==> config.mk <==
export PLATFORM = sky130hd
export DESIGN_NAME = vga_timing
export DESIGN_NICKNAME = d
export VERILOG_FILES = /design/src/hdl/vga_pkg.sv /design/src/hdl/vga_timing.sv
export SDC_FILE = /design/constraint.sdc
export NUM_CORES = 1
export LEC_CHECK = 0
export ABC_AREA = 1
export ABC_CLOCK_PERIOD_IN_PS = 1750
export CAP_MARGIN = 20
export CORE_UTILIZATION = 46
export DETAILED_ROUTE_END_ITERATION = 16
export DONT_BUFFER_PORTS = 1
export GPL_ROUTABILITY_DRIVEN = 0
export GPL_TIMING_DRIVEN = 0
export HOLD_SLACK_MARGIN = 0.1
export PLACE_DENSITY_LB_ADDON = 0.1
export SLEW_MARGIN = 20
export SYNTH_ARGS = -nofsm -noshare
export SYNTH_HDL_FRONTEND = slang
export SYNTH_SLANG_ARGS = --single-unit
==> constraint.sdc <==
create_clock -name clk_i -period 1.75 [get_ports clk_i]
set_clock_uncertainty 0.2 [all_clocks]
set_input_delay 0.35 -clock clk_i [delete_from_list [all_inputs] [get_ports clk_i]]
set_output_delay 0.35 -clock clk_i [all_outputs]
set_load 0.02 [all_outputs]
==> src/hdl/vga_pkg.sv <==
`default_nettype none

package vga_pkg;

  // Bus side
  typedef logic [31:0] addr_t;
  typedef logic [31:0] data_t;
  typedef logic [3:0]  sel_t;

  // Red in [23:16], green in [15:8], blue in [7:0]
  typedef logic [23:0] rgb_t;
  typedef logic [7:0]  pal_idx_t;

  // Pixel and line counters
  typedef logic [9:0]  coord_t;

  // Slave word address
  typedef logic [9:0]  reg_adr_t;

  // Register map, palette lives at 0x000 to 0x0ff
  localparam reg_adr_t REG_BASE_ADR  = 10'h300;
  localparam reg_adr_t REG_SETUP_ADR = 10'h301;

  // Setup register mode field, bits [1:0]
  localparam logic [1:0] MODE_NORMAL = 2'd0;
  localparam logic [1:0] MODE_DOUBLE = 2'd1;

endpackage

`default_nettype wire
==> src/hdl/vga_timing.sv <==
`timescale 1ns/1ps
`default_nettype none

module vga_timing #(
  parameter int H_ACTIVE = 16,
  parameter int H_FRONT  = 2,
  parameter int H_SYNC   = 4,
  parameter int H_BACK   = 2,
  parameter int V_ACTIVE = 8,
  parameter int V_FRONT  = 1,
  parameter int V_SYNC   = 2,
  parameter int V_BACK   = 1
) (
  input  wire logic       clk_i,
  input  wire logic       rst_i,
  output logic            pix_en_o,
  output vga_pkg::coord_t x_o,
  output vga_pkg::coord_t y_o,
  output logic            active_o,
  output logic            hs_o,
  output logic            vs_o,
  output logic            line_start_o,
  output logic            frame_start_o
);

  localparam int H_TOTAL = H_ACTIVE + H_FRONT + H_SYNC + H_BACK;
  localparam int V_TOTAL = V_ACTIVE + V_FRONT + V_SYNC + V_BACK;

  localparam vga_pkg::coord_t H_ACT   = vga_pkg::coord_t'(H_ACTIVE);
  localparam vga_pkg::coord_t H_LAST  = vga_pkg::coord_t'(H_TOTAL - 1);
  localparam vga_pkg::coord_t H_SS    = vga_pkg::coord_t'(H_ACTIVE + H_FRONT);
  localparam vga_pkg::coord_t H_SE    = vga_pkg::coord_t'(H_ACTIVE + H_FRONT + H_SYNC);
  localparam vga_pkg::coord_t V_ACT   = vga_pkg::coord_t'(V_ACTIVE);
  localparam vga_pkg::coord_t V_LAST  = vga_pkg::coord_t'(V_TOTAL - 1);
  localparam vga_pkg::coord_t V_SS    = vga_pkg::coord_t'(V_ACTIVE + V_FRONT);
  localparam vga_pkg::coord_t V_SE    = vga_pkg::coord_t'(V_ACTIVE + V_FRONT + V_SYNC);

  vga_pkg::coord_t h_nxt;
  vga_pkg::coord_t v_nxt;

  // Counters move on the pix_en clock; the line count steps at the end of
  // the active part, so y_o already names the coming line during blanking
  always_comb begin
    h_nxt = x_o;
    v_nxt = y_o;
    if (pix_en_o) begin
      if (x_o == H_LAST) begin
        h_nxt = '0;
      end else begin
        h_nxt = x_o + 1'b1;
      end
      if (x_o == H_ACT - 1'b1) begin
        if (y_o == V_LAST) begin
          v_nxt = '0;
        end else begin
          v_nxt = y_o + 1'b1;
        end
      end
    end
  end

  always_ff @(posedge clk_i or posedge rst_i) begin
    if (rst_i) begin
      pix_en_o      <= 1'b0;
      x_o           <= H_ACT;
      y_o           <= V_ACT;
      active_o      <= 1'b0;
      hs_o          <= 1'b1;
      vs_o          <= 1'b1;
      line_start_o  <= 1'b0;
      // Start in vertical blanking so fetch picks up the base at once
      frame_start_o <= 1'b1;
    end else begin
      pix_en_o      <= ~pix_en_o;
      x_o           <= h_nxt;
      y_o           <= v_nxt;
      active_o      <= (h_nxt < H_ACT) && (v_nxt < V_ACT);
      hs_o          <= !((h_nxt >= H_SS) && (h_nxt < H_SE));
      vs_o          <= !((v_nxt >= V_SS) && (v_nxt < V_SE));
      line_start_o  <= pix_en_o && (h_nxt == H_LAST) && (v_nxt < V_ACT);
      frame_start_o <= pix_en_o && (h_nxt == H_ACT) && (v_nxt == V_ACT);
    end
  end

endmodule

`default_nettype wire

# After elaboration in Yosys (flattened, before gate mapping)
# Index checks and enable logic that the tools add are counted.
word_totals:
  input_bits: 2
  register_bits: 26
op_classes:
  eq_ne: 6
  n_reduce_logical: 9
  n_lt_le_gt_ge: 6
  n_addsub: 2
  mux: 5
  bitwise: 1
op_table:
  columns: ["cell", "count"]
  rows:
  - ["10-bit two-way mux", 5]
  - ["10-bit by 4-bit equality test with 1-bit output (second input constant)", 3]
  - ["10-bit by 5-bit equality test with 1-bit output (second input constant)", 3]
  - ["10-bit by 1-bit adder with 10-bit output (second input constant)", 2]
  - ["10-bit by 4-bit < comparator with 1-bit output (second input constant)", 2]
  - ["10-bit by 5-bit < comparator with 1-bit output (second input constant)", 2]
  - ["10-bit by 4-bit greater-or-equal comparator with 1-bit output (second input constant)", 1]
  - ["10-bit by 5-bit greater-or-equal comparator with 1-bit output (second input constant)", 1]
  - ["1-bit logical AND", 7]
  - ["1-bit logical NOT", 2]
  - ["1-bit NOT", 1]

# Longest topological paths before layout
logic_depth:
  depth_word: 7
  ltp_mapped: 15
  mapped_depth_nobuf: 15

# Worst setup path before layout
# No wires, ideal clock.
synth_timing:
  path_kind: "flip-flop to flip-flop"
  start: "register x_o[1]"
  end: "register vs_o"
  period_less_slack_ns: 1.957
  setup_slack_ns: -0.207
  n_path_buf: 1
  path_stages_with_launch: 12
  t_arrival_ns: 1.674
  required_time_ns: 1.468
  path_cell_list: "dfrtp_1 > ha_1 > nand2_2 > inv_2 > nand3_2 > nor2_2 > buf_6 > nand3_2 > a21oi_2 > nand3_1 > nor3b_1 > nand2_1"
synth_via:
  elab_chain_len: 6
  elab_cells_between_ends: 7
synth_lines:
  columns: ["element", "line_no", "text"]
  rows:
  - ["start: declaration", "vga_timing.sv:17", "output vga_pkg::coord_t x_o,"]
  - ["start signal: assignment", "vga_timing.sv:75", "x_o <= h_nxt;"]
  - ["10-bit by 4-bit equality test with 1-bit output (*)", "vga_timing.sv:52", "if (x_o == H_ACT - 1'b1) begin"]
  - ["10-bit two-way mux (*)", "vga_timing.sv:52", null]
  - ["10-bit two-way mux (*)", "vga_timing.sv:46", "if (pix_en_o) begin"]
  - ["10-bit by 4-bit greater-or-equal comparator with 1-bit output / 10-bit by 4-bit < comparator with 1-bit output (equally long branches)", "vga_timing.sv:79", "vs_o <= !((v_nxt >= V_SS) && (v_nxt < V_SE));"]
  - ["1-bit logical AND (*)", "vga_timing.sv:79", null]
  - ["1-bit logical NOT (*)", "vga_timing.sv:79", null]
  - ["end signal: assignment", "vga_timing.sv:79", null]
  - ["end: declaration", "vga_timing.sv:21", "output logic vs_o,"]
# Every way passes the cells marked *; elsewhere a longest branch is shown, timed or not.

# Worst setup path in the final report
layout_timing:
  start: "register y_o[3]"
  end: "register frame_start_o"
layout_via:
  elab_chain_len: 6
  elab_cells_between_ends: 7
layout_lines:
  columns: ["element", "line_no", "text"]
  rows:
  - ["start: declaration", "vga_timing.sv:18", "output vga_pkg::coord_t y_o,"]
  - ["start signal: assignment", "vga_timing.sv:76", "y_o <= v_nxt;"]
  - ["10-bit by 1-bit adder with 10-bit output / 10-bit by 4-bit equality test with 1-bit output (equally long branches)", "vga_timing.sv:56, vga_timing.sv:53", null]
  - ["10-bit two-way mux", "vga_timing.sv:53", "if (y_o == V_LAST) begin"]
  - ["10-bit two-way mux", "vga_timing.sv:52", null]
  - ["10-bit two-way mux (*)", "vga_timing.sv:46", null]
  - ["10-bit by 4-bit equality test with 1-bit output (*)", "vga_timing.sv:81", "frame_start_o <= pix_en_o && (h_nxt == H_ACT) && (v_nxt == V_ACT);"]
  - ["1-bit logical AND (*)", "vga_timing.sv:81", null]
  - ["end signal: assignment", "vga_timing.sv:81", null]
  - ["end: declaration", "vga_timing.sv:23", "output logic frame_start_o"]
# Marked as above.

==> impl_metrics.json <==
{
  "htreeDepth": 1,
  "cts_tree": "yes",
  "pwr-share-seq_pct": 54.0,
  "hpwl_um": 2870,
  "crit_chain": "nand2_2 > nor3_2 > inv_1 > nor2_1 > nand4_1 > nand2_2 > nand2_1 > nor2_4 > nand2_1 > nor2_2",
  "ys_seq_area_share_pct": 37.9,
  "r2r_cells": 10,
  "worstPathArrival_ns": 2.10,
  "slowest_delay_ns": 0.67,
  "finalCriticalPeriod_ns": 2.08,
  "maxCapViolCount": 0,
  "drtPass1Iterations": 4,
  "timing_worst_setup_path_type": "flip-flop to flip-flop",
  "rows": 21,
  "netlist_area_um2": 1740,
  "insertion_delay_ns": 0.27,
  "synth_cells": 247,
  "wire_per_inst_um": 13.4,
  "yosys.area.top_type": "dfrtp_1",
  "crit_required_ns": 1.77,
  "crit_path_end_kind": "flip-flop",
  "synth_nets": 251,
  "period_share_pct": 119,
  "dp.cells": 293,
  "port_buffers": 0,
  "p_sw_share_pct": 18.3,
  "initial_core_util_pct": 50.0,
  "ctsRootBufferMaster": "clkbuf_8",
  "startpoint_type": "flip-flop",
  "slew-limit-headroom_pct": 64.5,
  "ant_nets": 0,
  "ys_ff_latch": 26,
  "clkSlewWorstSetupHoldPaths_ns": 0.09,
  "multi_input_area_um2": 1060,
  "grt_pass1_wl_um": 6960,
  "grt_start_max_net_pins": 27,
  "synth_largest_type_area_fraction_pct": 30.3,
  "fmax_mhz": 480,
  "fin_cells": 311,
  "ys_warn_count": 0,
  "status": "complete, but fails checks",
  "fin_setup_tns_ns": -1.72,
  "overflow": 0,
  "p_int_mw": 0.909,
  "hold_viol": 0,
  "synth_edf_count": 0,
  "setup_violations": 10,
  "yosys.cell_count.top_type": "nand2_1",
  "irDropWorstVdd_uv": 564,
  "power_density_nw_per_um2": 510,
  "worstMarginPinSlew_ns": 0.532,
  "drt-vias-per-instance": 5.14,
  "pwr-share-clk_pct": 44.8,
  "dieWidth_um": 63.4,
  "r2r_slack_ns": -0.33,
  "synth_ff_type": "dfrtp_1",
  "nNetsFinal": 270,
  "synth_commonest_cells": "nand2_1, inv_1, nand3_1",
  "diodes": 0,
  "area_delta_synth_final_pct": 25.7,
  "async_reset_ff_share_pct": 100,
  "rsz0062_at_grt": "yes",
  "n_fill_cell": 325,
  "clk_path_buf_depth": 2,
  "syn_avg_cell_area_um2": 7.03,
  "grt_pass1_vias": 1488,
  "drive_above_1_share_pct": 38.9,
  "synth_area_leaders": "dfrtp_1, nand2_1, dfstp_2, inv_1, nand3_1",
  "drtIter0Drc": 88,
  "register_area_um2": 671,
  "vias": 1600,
  "combPwrFrac_pct": 1.2,
  "switchingPower_mw": 0.204,
  "fin_ws_ns": -0.332,
  "min_path_type": "input pin to asynchronous set/reset pin",
  "antenna_found_initial": 0,
  "p_leak_nw": 1.08,
  "routed_wl_um": 4170,
  "ios": 28,
  "die_area_um2": 4020,
  "core_area_um2": 3470,
  "drc": 0,
  "synthDistinctLibCells": 29,
  "cts_buffers": 3,
  "timing.rr.start": "y_o[3]",
  "chipHeight_um": 63.4,
  "rr_endpoint": "frame_start_o",
  "worstPathMaxFanout": 6,
  "failed_checks": "negative setup slack",
  "slew_viol_final": 0,
  "utilization_pct": 62.9,
  "cts_sinks": 26,
  "track_usage_pct": 21.8,
  "worst_path_max_delay_cell": "dfstp_2"
}
==> metrics by stage <==
| step | worst slack, ns | cell area, um2 | hold WS (ns) | power [mW] |
|---|---|---|---|---|
| after CTS | -0.320 | 2000 | 0.475 | 1.13 |
| after detailed placement | -0.381 | 1840 | 0.327 | 0.625 |
| final | -0.332 | 2180 | 0.364 | 1.11 |
| after global placement | -0.394 | 1840 | 0.335 | 0.625 |
| after floorplan | -0.0976 | 1780 | 0.186 | 0.621 |
| after global routing | -0.441 | 2180 | 0.423 | 1.15 |
==> power by group through the flow <==
stage	logic [mW]	clock network, mW	registers (mW)
finish	0.0131	0.499	0.601
global placement	0.0127	0	0.612
floorplan	0.00882	0	0.612
CTS	0.0142	0.513	0.601
global route	0.0167	0.528	0.601
detailed placement	0.0125	0	0.612
==> flip-flops by register name, summed over array words and instances, names as in the netlist <==
name           cells
y_o               10
active_o           1
hs_o               1
pix_en_o           1
frame_start_o      1
vs_o               1
line_start_o       1
x_o               10
==> cell usage in the layout (no fill, tap or decap), types with 2 or more instances in the layout <==
| master | n |
|---|---|
| a21oi_2 | 2 |
| buf_4 | 13 |
| buf_6 | 4 |
| clkbuf_8 | 3 |
| dfrtp_1 | 10 |
| dfrtp_2 | 11 |
| dfstp_2 | 5 |
| ha_4 | 2 |
| inv_1 | 30 |
| inv_2 | 10 |
| nand2_1 | 63 |
| nand2_2 | 13 |
| nand2_4 | 4 |
| nand3_1 | 22 |
| nand3_2 | 3 |
| nand4_1 | 9 |
| nor2_1 | 19 |
| nor2_2 | 6 |
| nor2_4 | 12 |
| nor3_2 | 5 |
| o21ai_0 | 2 |
| o21ai_1 | 2 |
| xor2_1 | 2 |
==> per-layer routing <==
| metal | vias to the layer above | GRT usage, % | routed length, um |
|---|---|---|---|
| li1 | 805 | - | - |
| met1 | 747 | 29.4 | 1910 |
| met2 | 40 | 34.2 | 1950 |
| met3 | 8 | 7.25 | 259 |
| met4 | 0 | 3.41 | 55 |
| met5 | - | 0 | 0 |
==> critical path: cells and delay by family, from the launching register on <==
kind,cells,cell delay [ns]
buf+inv,1,0.06
flops,1,0.67
simple gates,9,1.08
==> repair_timing <==
item                                    in CTS  in global routing
endpoints found under the setup margin       8                 19
pin swaps                                    3                 13
resized for setup                           10                 41
gates cloned                                 1                  0
hold buffers                                 1                  0
buffers inserted                             5                  7
hold endpoints to repair                    21                  0
==> kinds of logic (layout without fill, tap and decap cells) <==
logic type / Yosys count / count (layout) / share of synthesized area (%)
xor+xnor: 2 / 2 / 1.01
simple gates: 162 / 162 / 45.7
compound gates: 8 / 8 / 2.67
flops: 26 / 26 / 37.9
buf+inv: 47 / 65 / 11.3
fa+ha+maj: 2 / 2 / 1.44
==> layout make-up <==
class | count | share of cell area [%]
Multi-Input combinational cell | 174 | 48.7
Tap cell | 46 | 2.64
Clock inverter | 1 | 1.38
Timing Repair Buffer | 14 | 5.28
Sequential cell | 26 | 30.8
Buffer | 6 | 2.18
Clock buffer | 3 | 1.89
Inverter | 41 | 7.17
==> worst max-delay path by stage <==
stage | start | to | slack, ns
after floorplan | x_o[0] | vs_o | -0.1
after global placement | x_o[4] | active_o | -0.39
after detailed placement | x_o[4] | active_o | -0.38
after CTS | x_o[0] | frame_start_o | -0.32
after global routing | x_o[1] | frame_start_o | -0.44
final | y_o[3] | frame_start_o | -0.33
No activity file was read; power rests on OpenSTA's default activity.
