===== src/hdl/vga_pkg.sv =====
`default_nettype none

package vga_pkg;

  // Bus side
  typedef logic [31:0] addr_t;
  typedef logic [31:0] data_t;
  typedef logic [3:0]  sel_t;

  // Red in [23:16], green in [15:8], blue in [7:0]
  typedef logic [23:0] rgb_t;
  typedef logic [7:0]  pal_idx_t;

  // Pixel and line counters
  typedef logic [9:0]  coord_t;

  // Slave word address
  typedef logic [9:0]  reg_adr_t;

  // Register map, palette lives at 0x000 to 0x0ff
  localparam reg_adr_t REG_BASE_ADR  = 10'h300;
  localparam reg_adr_t REG_SETUP_ADR = 10'h301;

  // Setup register mode field, bits [1:0]
  localparam logic [1:0] MODE_NORMAL = 2'd0;
  localparam logic [1:0] MODE_DOUBLE = 2'd1;

endpackage

`default_nettype wire

===== src/hdl/vga_fetch.sv =====
`timescale 1ns/1ps
`default_nettype none

module vga_fetch #(
  parameter int H_ACTIVE = 16
) (
  input  wire logic            clk_i,
  input  wire logic            rst_i,
  input  wire vga_pkg::addr_t  base_i,
  input  wire logic            pixel_double_i,
  input  wire logic            pix_en_i,
  input  wire logic            active_i,
  input  wire logic            line_start_i,
  input  wire logic            frame_start_i,
  input  wire logic            y_lsb_i,
  input  wire vga_pkg::data_t  master_dat_i,
  input  wire logic            master_ack_i,
  output vga_pkg::addr_t       master_adr_o,
  output logic                 master_cyc_o,
  output vga_pkg::pal_idx_t    pix_idx_o,
  output logic                 pix_black_o
);

  typedef enum logic {
    FS_IDLE,
    FS_BUSY
  } fstate_e;

  fstate_e         fstate_q;
  vga_pkg::addr_t  fetch_adr_q;
  vga_pkg::addr_t  line_adr_q;
  vga_pkg::coord_t words_left_q;
  vga_pkg::data_t  cur_q;
  vga_pkg::data_t  pre_q;
  logic            cur_vld_q;
  logic            pre_vld_q;
  logic            stale_q;
  logic [1:0]      byte_q;
  logic            half_q;
  logic            active_q;

  logic            adv;
  logic            word_end;
  logic            flush;
  logic            ack;
  logic            load_cur;
  logic            load_pre;
  vga_pkg::addr_t  stride;
  vga_pkg::addr_t  load_adr;
  vga_pkg::coord_t line_words;

  assign adv      = pix_en_i && active_i;
  assign word_end = adv && (byte_q == 2'd3) && (!pixel_double_i || half_q);
  // End of an active line or a new frame both restart the line fetch
  assign flush    = frame_start_i || (active_q && !active_i);
  assign ack      = (fstate_q == FS_BUSY) && master_ack_i;

  // Only one read is outstanding and it is issued with pre empty
  assign load_cur = ack && !stale_q && (!cur_vld_q || word_end);
  assign load_pre = ack && !stale_q && cur_vld_q && !word_end;

  assign stride     = pixel_double_i ? vga_pkg::addr_t'(H_ACTIVE / 2) :
                                       vga_pkg::addr_t'(H_ACTIVE);
  assign line_words = pixel_double_i ? vga_pkg::coord_t'(H_ACTIVE / 8) :
                                       vga_pkg::coord_t'(H_ACTIVE / 4);

  // Odd lines in double mode show the line before them again
  always_comb begin
    if (frame_start_i) begin
      load_adr = base_i;
    end else if (pixel_double_i && y_lsb_i) begin
      load_adr = line_adr_q;
    end else begin
      load_adr = line_adr_q + stride;
    end
  end

  assign master_cyc_o = (fstate_q == FS_BUSY);

  always_ff @(posedge clk_i) begin
    if (load_cur) begin
      cur_q <= master_dat_i;
    end else if (word_end) begin
      cur_q <= pre_q;
    end
    if (load_pre) begin
      pre_q <= master_dat_i;
    end
  end

  always_ff @(posedge clk_i or posedge rst_i) begin
    if (rst_i) begin
      fstate_q     <= FS_IDLE;
      master_adr_o <= '0;
      fetch_adr_q  <= '0;
      line_adr_q   <= '0;
      words_left_q <= '0;
      cur_vld_q    <= 1'b0;
      pre_vld_q    <= 1'b0;
      stale_q      <= 1'b0;
      byte_q       <= '0;
      half_q       <= 1'b0;
      active_q     <= 1'b0;
      pix_idx_o    <= '0;
      pix_black_o  <= 1'b1;
    end else begin
      active_q <= active_i;

      case (fstate_q)
        FS_IDLE: begin
          if ((words_left_q != '0) && !pre_vld_q && !flush) begin
            fstate_q     <= FS_BUSY;
            master_adr_o <= fetch_adr_q;
            fetch_adr_q  <= fetch_adr_q + 32'd4;
            words_left_q <= words_left_q - 1'b1;
          end
        end
        default: begin
          if (master_ack_i) begin
            fstate_q <= FS_IDLE;
            stale_q  <= 1'b0;
          end
        end
      endcase

      if (word_end) begin
        cur_vld_q <= pre_vld_q;
        pre_vld_q <= 1'b0;
      end
      if (load_cur) begin
        cur_vld_q <= 1'b1;
      end
      if (load_pre) begin
        pre_vld_q <= 1'b1;
      end

      if (adv) begin
        if (pixel_double_i) begin
          half_q <= ~half_q;
        end
        if (!pixel_double_i || half_q) begin
          byte_q <= byte_q + 1'b1;
        end
      end

      // Index changes once per pixel, on its first clock
      if (!pix_en_i) begin
        pix_idx_o   <= cur_vld_q ? cur_q[8*byte_q +: 8] : '0;
        pix_black_o <= !cur_vld_q;
      end

      if (flush) begin
        line_adr_q   <= load_adr;
        fetch_adr_q  <= load_adr;
        words_left_q <= line_words;
        cur_vld_q    <= 1'b0;
        pre_vld_q    <= 1'b0;
        // A read still in flight belongs to the old line
        if ((fstate_q == FS_BUSY) && !master_ack_i) begin
          stale_q <= 1'b1;
        end
      end

      if (line_start_i) begin
        byte_q <= '0;
        half_q <= 1'b0;
      end
    end
  end

endmodule

`default_nettype wire


===== config.mk =====
export PLATFORM = sky130hd
export DESIGN_NAME = vga_fetch
export DESIGN_NICKNAME = d
export VERILOG_FILES = /design/src/hdl/vga_pkg.sv /design/src/hdl/vga_fetch.sv
export SDC_FILE = /design/constraint.sdc
export NUM_CORES = 1
export LEC_CHECK = 0
export ABC_AREA = 1
export BUFFER_PORTS_ARGS = -buffer_cell sky130_fd_sc_hd__buf_2
export CAP_MARGIN = 30
export CORE_MARGIN = 1
export CORE_UTILIZATION = 55
export CTS_BUF_LIST = sky130_fd_sc_hd__clkbuf_4
export CTS_CLUSTER_SIZE = 14
export DETAILED_ROUTE_END_ITERATION = 10
export GPL_TIMING_DRIVEN = 1
export PLACE_DENSITY = 0.85
export SETUP_SLACK_MARGIN = 0.15
export SLEW_MARGIN = 20
export SYNTH_ARGS = -nofsm -noshare
export SYNTH_HDL_FRONTEND = slang
export SYNTH_SLANG_ARGS = --single-unit

===== constraint.sdc =====
create_clock -name clk_i -period 3.7 [get_ports clk_i]
set_input_delay 0.37 -clock clk_i [delete_from_list [all_inputs] [get_ports clk_i]]
set_output_delay 0.37 -clock clk_i [all_outputs]
set_load 0.05 [all_outputs]

Word level (Yosys, flattened, before mapping)
Index checks and enable logic that the tools add are counted.
{ "word_totals": {"memories": 0, "romBits": 0, "latchBits": 0, "regBits": 187, "output_inout_bits": 42, "mem_bits_rw": 0} }
{ "op_classes": {"n_eq_ne": 2, "n_div": 0, "magnitude_cmp": 0, "n_reduce_logical": 36, "n_bitwise": 2, "shift": 1, "mux": 32, "n_mul": 0, "addsub": 4} }
{ "op_table": {"columns": ["op", "n"], "rows": [
  ["32-bit 2-to-1 mux", 7],
  ["32-bit by 3-bit adder with 32-bit output (second input constant)", 1],
  ["32-bit by 5-bit adder with 32-bit output", 1],
  ["32-bit by 6-bit variable part select with 8-bit output", 1],
  ["10-bit 2-to-1 mux", 3],
  ["1-bit 2-to-1 mux", 16],
  ["1-bit logical AND", 13],
  ["10-bit nonzero test", 1],
  ["2-bit nonzero test", 5],
  ["10-bit by 1-bit subtractor with 10-bit output (second input constant)", 1],
  ["1-bit logical NOT", 8],
  ["8-bit 2-to-1 mux", 1],
  ["2-bit AND reduction", 4],
  ["2-bit 2-to-1 mux", 3],
  ["3-bit nonzero test", 2],
  ["5-bit 2-to-1 mux", 1],
  ["1-bit logical OR", 3],
  ["3-bit 2-to-1 mux", 1],
  ["2-bit by 1-bit adder with 2-bit output (second input constant)", 1],
  ["2-bit == test (second input constant)", 1],
  ["2-bit by 1-bit != test with 1-bit output (second input constant)", 1],
  ["1-bit NOT", 2]
]} }

Logic depth before layout (Yosys ltp)
{ "logic_depth": {"ltp_word": 8, "mapped_depth": 14, "depth_no_buf": 14} }

Worst setup path before layout
No wires, ideal clock.
{ "synth_path": {"path_type": "reg2reg", "startpoint": "register fstate_q, in the netlist master_cyc_o", "endpoint": "register cur_q[0], enable pin", "path_stages_with_launch": 7, "t_arrival_ps": 1891, "path_slack_ps": 1422, "n_path_buf": 0, "t_required_ps": 3313, "path_cell_list": "dfrtp_1 nand2_1 nor2_1 inv_1 a21oi_4 a21oi_1 inv_1"} }
{ "synth_between": {"elab_chain_len": 4} }
{ "synth_lines": {"columns": ["item", "line_no", "text"], "rows": [
  ["start, declared", "vga_fetch.sv:29", "fstate_e fstate_q;"],
  ["start signal, assigned", "vga_fetch.sv:93", "fstate_q <= FS_IDLE;"],
  ["start signal, assigned", "vga_fetch.sv:112", "fstate_q <= FS_BUSY;"],
  ["start signal, assigned", "vga_fetch.sv:120", "fstate_q <= FS_IDLE;"],
  ["1-bit logical AND", "vga_fetch.sv:56", "assign ack = (fstate_q == FS_BUSY) && master_ack_i;"],
  ["1-bit logical AND (2 in series)", "vga_fetch.sv:59", "assign load_cur = ack && !stale_q && (!cur_vld_q || word_end);"],
  ["2-bit nonzero test (no source line)", null, null],
  ["end signal, assigned", "vga_fetch.sv:82", "cur_q <= master_dat_i;"],
  ["end signal, assigned", "vga_fetch.sv:84", "cur_q <= pre_q;"],
  ["end, declared", "vga_fetch.sv:33", "vga_pkg::data_t cur_q;"]
]} }
Every way passes these cells.
A chain may end at the register's enable or synchronous reset.

Worst setup path after layout
{ "layout_path": {"startpoint": "input port active_i", "endpoint": "register fetch_adr_q[11]"} }
{ "layout_between": {"elab_chain_len": 7, "word_cells_on_any_way": 9, "classes_between": "1 x eq/ne; 1 x mux; 7 x reduce/logical"} }
{ "layout_lines": {"columns": ["item", "line_no", "text"], "rows": [
  ["start, declared", "vga_fetch.sv:12", "input wire logic active_i,"],
  ["1-bit logical NOT (*)", "vga_fetch.sv:55", "assign flush = frame_start_i || (active_q && !active_i);"],
  ["1-bit logical AND (*)", "vga_fetch.sv:55", null],
  ["1-bit logical OR (*)", "vga_fetch.sv:55", null],
  ["1-bit logical NOT", "vga_fetch.sv:111", "if ((words_left_q != '0) && !pre_vld_q && !flush) begin"],
  ["1-bit logical AND", "vga_fetch.sv:111", null],
  ["2-bit nonzero test (no source line)", null, null],
  ["2-bit AND reduction (no source line)", null, null],
  ["end signal, assigned", "vga_fetch.sv:114", "fetch_adr_q <= fetch_adr_q + 32'd4;"],
  ["end signal, assigned", "vga_fetch.sv:154", "fetch_adr_q <= load_adr;"],
  ["end, declared", "vga_fetch.sv:30", "vga_pkg::addr_t fetch_adr_q;"]
]} }
Every way passes the cells marked *; elsewhere a longest branch is shown, timed or not.

==> flow_results.xml <==
<?xml version="1.0" encoding="UTF-8"?>
<metrics>
  <group name="place">
    <metric name="numPortBuffers" unit="">114</metric>
    <metric name="finalWeightedCongestion" unit="">0.905</metric>
    <metric name="hpwl" unit="µm">17800</metric>
  </group>
  <group name="worst_setup_path">
    <metric name="critPathMaxStageDelay" unit="ps">620</metric>
    <metric name="crit_arrival" unit="ps">2840</metric>
    <metric name="worstPathCellList" unit="">dlygate4sd3_1 &gt; buf_2 &gt; inv_1 &gt; a21oi_4 &gt; inv_1 &gt; buf_4 &gt; o21ai_0 &gt; a31o_2 &gt; nand2_1 &gt; nand2_1 &gt; nand2_1</metric>
    <metric name="critical_path.n_buffers_inverters" unit="">5</metric>
    <metric name="critical_path_class" unit="">in2reg</metric>
    <metric name="cp.required" unit="ps">4250</metric>
    <metric name="crit_path_frequent_cell" unit="">sky130_fd_sc_hd__nand2_1</metric>
    <metric name="slowest_stage_cell_cp" unit="">sky130_fd_sc_hd__inv_1</metric>
    <metric name="crit_path_max_fanout" unit="">26</metric>
    <metric name="timing.critical_path.from_type" unit="">input pin</metric>
    <metric name="critical-path-top-delay-family" unit="">buffers and inverters</metric>
    <metric name="critPathCaptureType" unit="">flip-flop</metric>
  </group>
  <group name="routing">
    <metric name="dr.first_iter.drc_count" unit="">919</metric>
    <metric name="route.detailed.vias_per_inst" unit="">5.45</metric>
    <metric name="remaining_drc_errors" unit="">0</metric>
    <metric name="wire_per_inst" unit="µm">16.0</metric>
    <metric name="number_of_vias_after_detailed_routing" unit="">8741</metric>
    <metric name="drt_wl_total" unit="µm">25600</metric>
    <metric name="drt.antenna.violating_nets" unit="">0</metric>
    <metric name="first_pass_iters" unit="">7</metric>
  </group>
  <group name="yosys">
    <metric name="number_of_distinct_library_cell_variants_in_the_gate_level_netlist_after_synthesis" unit="">44</metric>
    <metric name="synth_async_sr_flop_share" unit="%">65.8</metric>
    <metric name="synth-main-ff-cell" unit="">sky130_fd_sc_hd__dfrtp_1</metric>
    <metric name="avgSynthCellArea" unit="µm²">7.93</metric>
    <metric name="synth.most_common_cell" unit="">sky130_fd_sc_hd__nand2_1</metric>
    <metric name="synthDominantAreaCellType" unit="">sky130_fd_sc_hd__dfrtp_1</metric>
    <metric name="number_of_flops_mapped_to_enable_cells_by_yosys" unit="">64</metric>
    <metric name="synthesis.area" unit="µm²">9720</metric>
    <metric name="synth_sequential_area_ratio" unit="%">51.5</metric>
    <metric name="synthesis.yosys.warnings" unit="">0</metric>
    <metric name="syn-num-nets" unit="">1306</metric>
    <metric name="synthesis.instances" unit="">1226</metric>
    <metric name="postSynthRegisterBits" unit="">187</metric>
    <metric name="ys_top_cells_by_area" unit="">sky130_fd_sc_hd__dfrtp_1, sky130_fd_sc_hd__edfxtp_1, sky130_fd_sc_hd__nand2_1, sky130_fd_sc_hd__nor2_1, sky130_fd_sc_hd__o21ai_0</metric>
    <metric name="yosysTopAreaCellShare" unit="%">31.4</metric>
    <metric name="synth.top_cells.by_count" unit="">sky130_fd_sc_hd__nand2_1, sky130_fd_sc_hd__nor2_1, sky130_fd_sc_hd__dfrtp_1</metric>
  </group>
  <group name="grt">
    <metric name="track_usage" unit="%">29.6</metric>
    <metric name="grt.overflow.total" unit="">0</metric>
    <metric name="vias_in_the_first_global_route" unit="">8327</metric>
    <metric name="antenna_found_initial" unit="">1</metric>
    <metric name="grt_max_degree" unit="">58</metric>
    <metric name="grt_first_pass_wirelength" unit="µm">41300</metric>
  </group>
  <group name="timing">
    <metric name="setup-tns-final" unit="ps">0</metric>
    <metric name="timing.final.hold_violations" unit="">0</metric>
    <metric name="post-route-period-util" unit="%">61.9</metric>
    <metric name="slew_headroom" unit="%">44.9</metric>
    <metric name="layout_min_cycle_time" unit="ps">2290</metric>
    <metric name="maxClockFrequency" unit="MHz">436</metric>
    <metric name="final_max_slew_viol_count" unit="">0</metric>
    <metric name="worst_slew_pin_slew" unit="ps">826</metric>
    <metric name="grt_setup_unrepaired" unit="">no</metric>
    <metric name="setup_violations_final" unit="">0</metric>
    <metric name="finClkSkew" unit="ps">29.6</metric>
  </group>
  <group name="finish">
    <metric name="post_route_cells_drive_above_1_share" unit="%">14.8</metric>
    <metric name="areaGrowthSynthToFinish" unit="%">14.7</metric>
    <metric name="num-nets-final" unit="">1446</metric>
    <metric name="fillCellCount" unit="">1466</metric>
  </group>
  <group name="die">
    <metric name="die_area" unit="µm²">18200</metric>
    <metric name="chipWidth" unit="µm">135</metric>
    <metric name="design.portCount" unit="">115</metric>
    <metric name="floorplan.initialDensity" unit="%">56.2</metric>
    <metric name="chipHeight" unit="µm">135</metric>
    <metric name="fp-row-count" unit="">48</metric>
    <metric name="core" unit="µm²">17300</metric>
  </group>
  <group name="pwr">
    <metric name="peak_supply_drop" unit="mV">0.421</metric>
    <metric name="fin_total_pwr" unit="mW">6.56</metric>
    <metric name="p_leak" unit="nW">5.37</metric>
    <metric name="power_density" unit="nW/µm²">589</metric>
  </group>
  <group name="clocking">
    <metric name="h-tree-depth" unit="">4</metric>
    <metric name="numClockSinks" unit="">187</metric>
    <metric name="cts.clk_slew.worst_paths" unit="ps">170</metric>
    <metric name="numCtsBuffers" unit="">17</metric>
    <metric name="clock_latency" unit="ps">620</metric>
    <metric name="tritoncts" unit="">built</metric>
    <metric name="cts.path.max_buffers" unit="">2</metric>
    <metric name="cts_root_buf" unit="">sky130_fd_sc_hd__clkbuf_4</metric>
  </group>
  <group name="flow_run">
    <metric name="timing.max_cap.violations" unit="">0</metric>
  </group>
  <group name="hold_path">
    <metric name="timing.hold.worst.class" unit="">in2reg</metric>
  </group>
  <group name="outcome">
    <metric name="run_status" unit="">complete, no violations</metric>
  </group>
</metrics>
per-stage QoR:
stage / hold slack, ps / cell area (µm²) / setup slack (ps) / util [%] / instances
4_1_cts: 45.8 / 11100 / 1450 / 64.4 / 1604
3_5_place_dp: 462 / 10500 / 1370 / 60.4 / 1534
2_1_floorplan: 401 / 9720 / 1420 / - / 1226
6_report: 71.1 / 11100 / 1410 / 64.4 / 1605
5_1_grt: 49.7 / 11100 / 1260 / 64.4 / 1605
3_3_place_gp: 449 / 10500 / 1450 / 60.4 / 1534
routing by layer:
layer  vias up  global-route usage, %  part of all wire, %
met5         -                      0                    0
met1      4123                   37.5                   42
li1       4215                      -                    -
met2       349                   50.0                   49
met3        54                   4.77                  6.0
met4         0                   13.0                  3.5
registers in the layout (all words and copies together), names as in the netlist, 2 cells and up, named ones only:
| signal | cells |
|---|---|
| line_adr_q | 32 |
| cur_q | 32 |
| fetch_adr_q | 32 |
| pre_q | 32 |
| words_left_q | 10 |
| master_adr_o | 32 |
| byte_q | 2 |
| pix_idx_o | 8 |
cells in the final DEF (no fill, tap or decap), types with 4 or more instances in the layout:
cell,n
sky130_fd_sc_hd__xor2_1,20
sky130_fd_sc_hd__o21ai_1,5
sky130_fd_sc_hd__edfxtp_1,64
sky130_fd_sc_hd__clkbuf_4,17
sky130_fd_sc_hd__inv_2,6
sky130_fd_sc_hd__a31oi_1,6
sky130_fd_sc_hd__dlygate4sd3_1,38
sky130_fd_sc_hd__nor3_1,16
sky130_fd_sc_hd__nand3_1,45
sky130_fd_sc_hd__nand2_1,476
sky130_fd_sc_hd__buf_2,114
sky130_fd_sc_hd__dfrtp_1,122
sky130_fd_sc_hd__ha_1,6
sky130_fd_sc_hd__nand2_2,8
sky130_fd_sc_hd__nor2_1,137
sky130_fd_sc_hd__a21oi_1,14
sky130_fd_sc_hd__inv_8,5
sky130_fd_sc_hd__inv_1,91
sky130_fd_sc_hd__o21ai_0,90
sky130_fd_sc_hd__o22ai_1,8
sky130_fd_sc_hd__nand3_2,4
sky130_fd_sc_hd__a22o_1,8
sky130_fd_sc_hd__nor2_4,6
sky130_fd_sc_hd__buf_4,9
sky130_fd_sc_hd__nor3_2,5
sky130_fd_sc_hd__nor2_2,8
sky130_fd_sc_hd__nand4_1,8
power by group:
group | internal, mW | leakage (nW) | total, mW | switching, mW
clock network | 0.373 | 0.164 | 1.20 | 0.825
logic | 0.644 | 3.10 | 2.38 | 1.74
registers | 2.60 | 2.10 | 2.98 | 0.381
total | 3.62 | 5.37 | 6.56 | 2.95
cell families (layout without fill, tap and decap cells):
kind of cell / after synthesis / in the layout / share of synthesized area [%]
simple gates: 724 / 724 / 30.9
flops: 187 / 187 / 51.5
compound gates: 146 / 146 / 8.70
buf+inv: 140 / 293 / 5.94
xor+xnor: 22 / 22 / 1.98
fa+ha+maj: 7 / 7 / 0.979
other cells: 0 / 1 / 0
final cells by class:
| type | instances | area [µm²] | share of cell area (%) |
|---|---|---|---|
| clock buffer | 17 | 128 | 1.15 |
| tap | 225 | 282 | 2.53 |
| sequential | 187 | 5000 | 44.9 |
| timing repair buffer | 162 | 1040 | 9.32 |
| inverter | 99 | 375 | 3.37 |
| multi-input combinational | 899 | 4140 | 37.1 |
| antenna | 1 | 2.50 | 0.0225 |
| clock inverter | 15 | 179 | 1.61 |
what timing repair did:
action                                 CTS  global route
hold buffers                            38             0
setup buffers                            0             0
endpoints found under the hold margin   72             0
gates resized for setup                  0             0
worst reg2reg max path: cells and delay by family, from the launching register on:
kind,cells,cell delay [ps]
AO/OA/AOI/OAI,1,90
buffers and inverters,2,550
flip-flops,1,430
AND/OR/NAND/NOR,6,1060
path summary, 6_finish.rpt:
kind                                  start               end  slack [ps]  cells after the start
setup / recovery                   active_i   fetch_adr_q[11]        1410                     11
hold / removal                     pix_en_i       pix_black_o          70                      3
setup reg to reg            words_left_q[6]   words_left_q[2]        1480                      9
hold reg to reg            master_adr_o[18]  master_adr_o[18]         500                      2
max in group asynchronous             rst_i    fetch_adr_q[1]        2290                      4
min in group asynchronous             rst_i   fetch_adr_q[25]         440                      3
No activity file was read; power rests on OpenSTA's default activity.
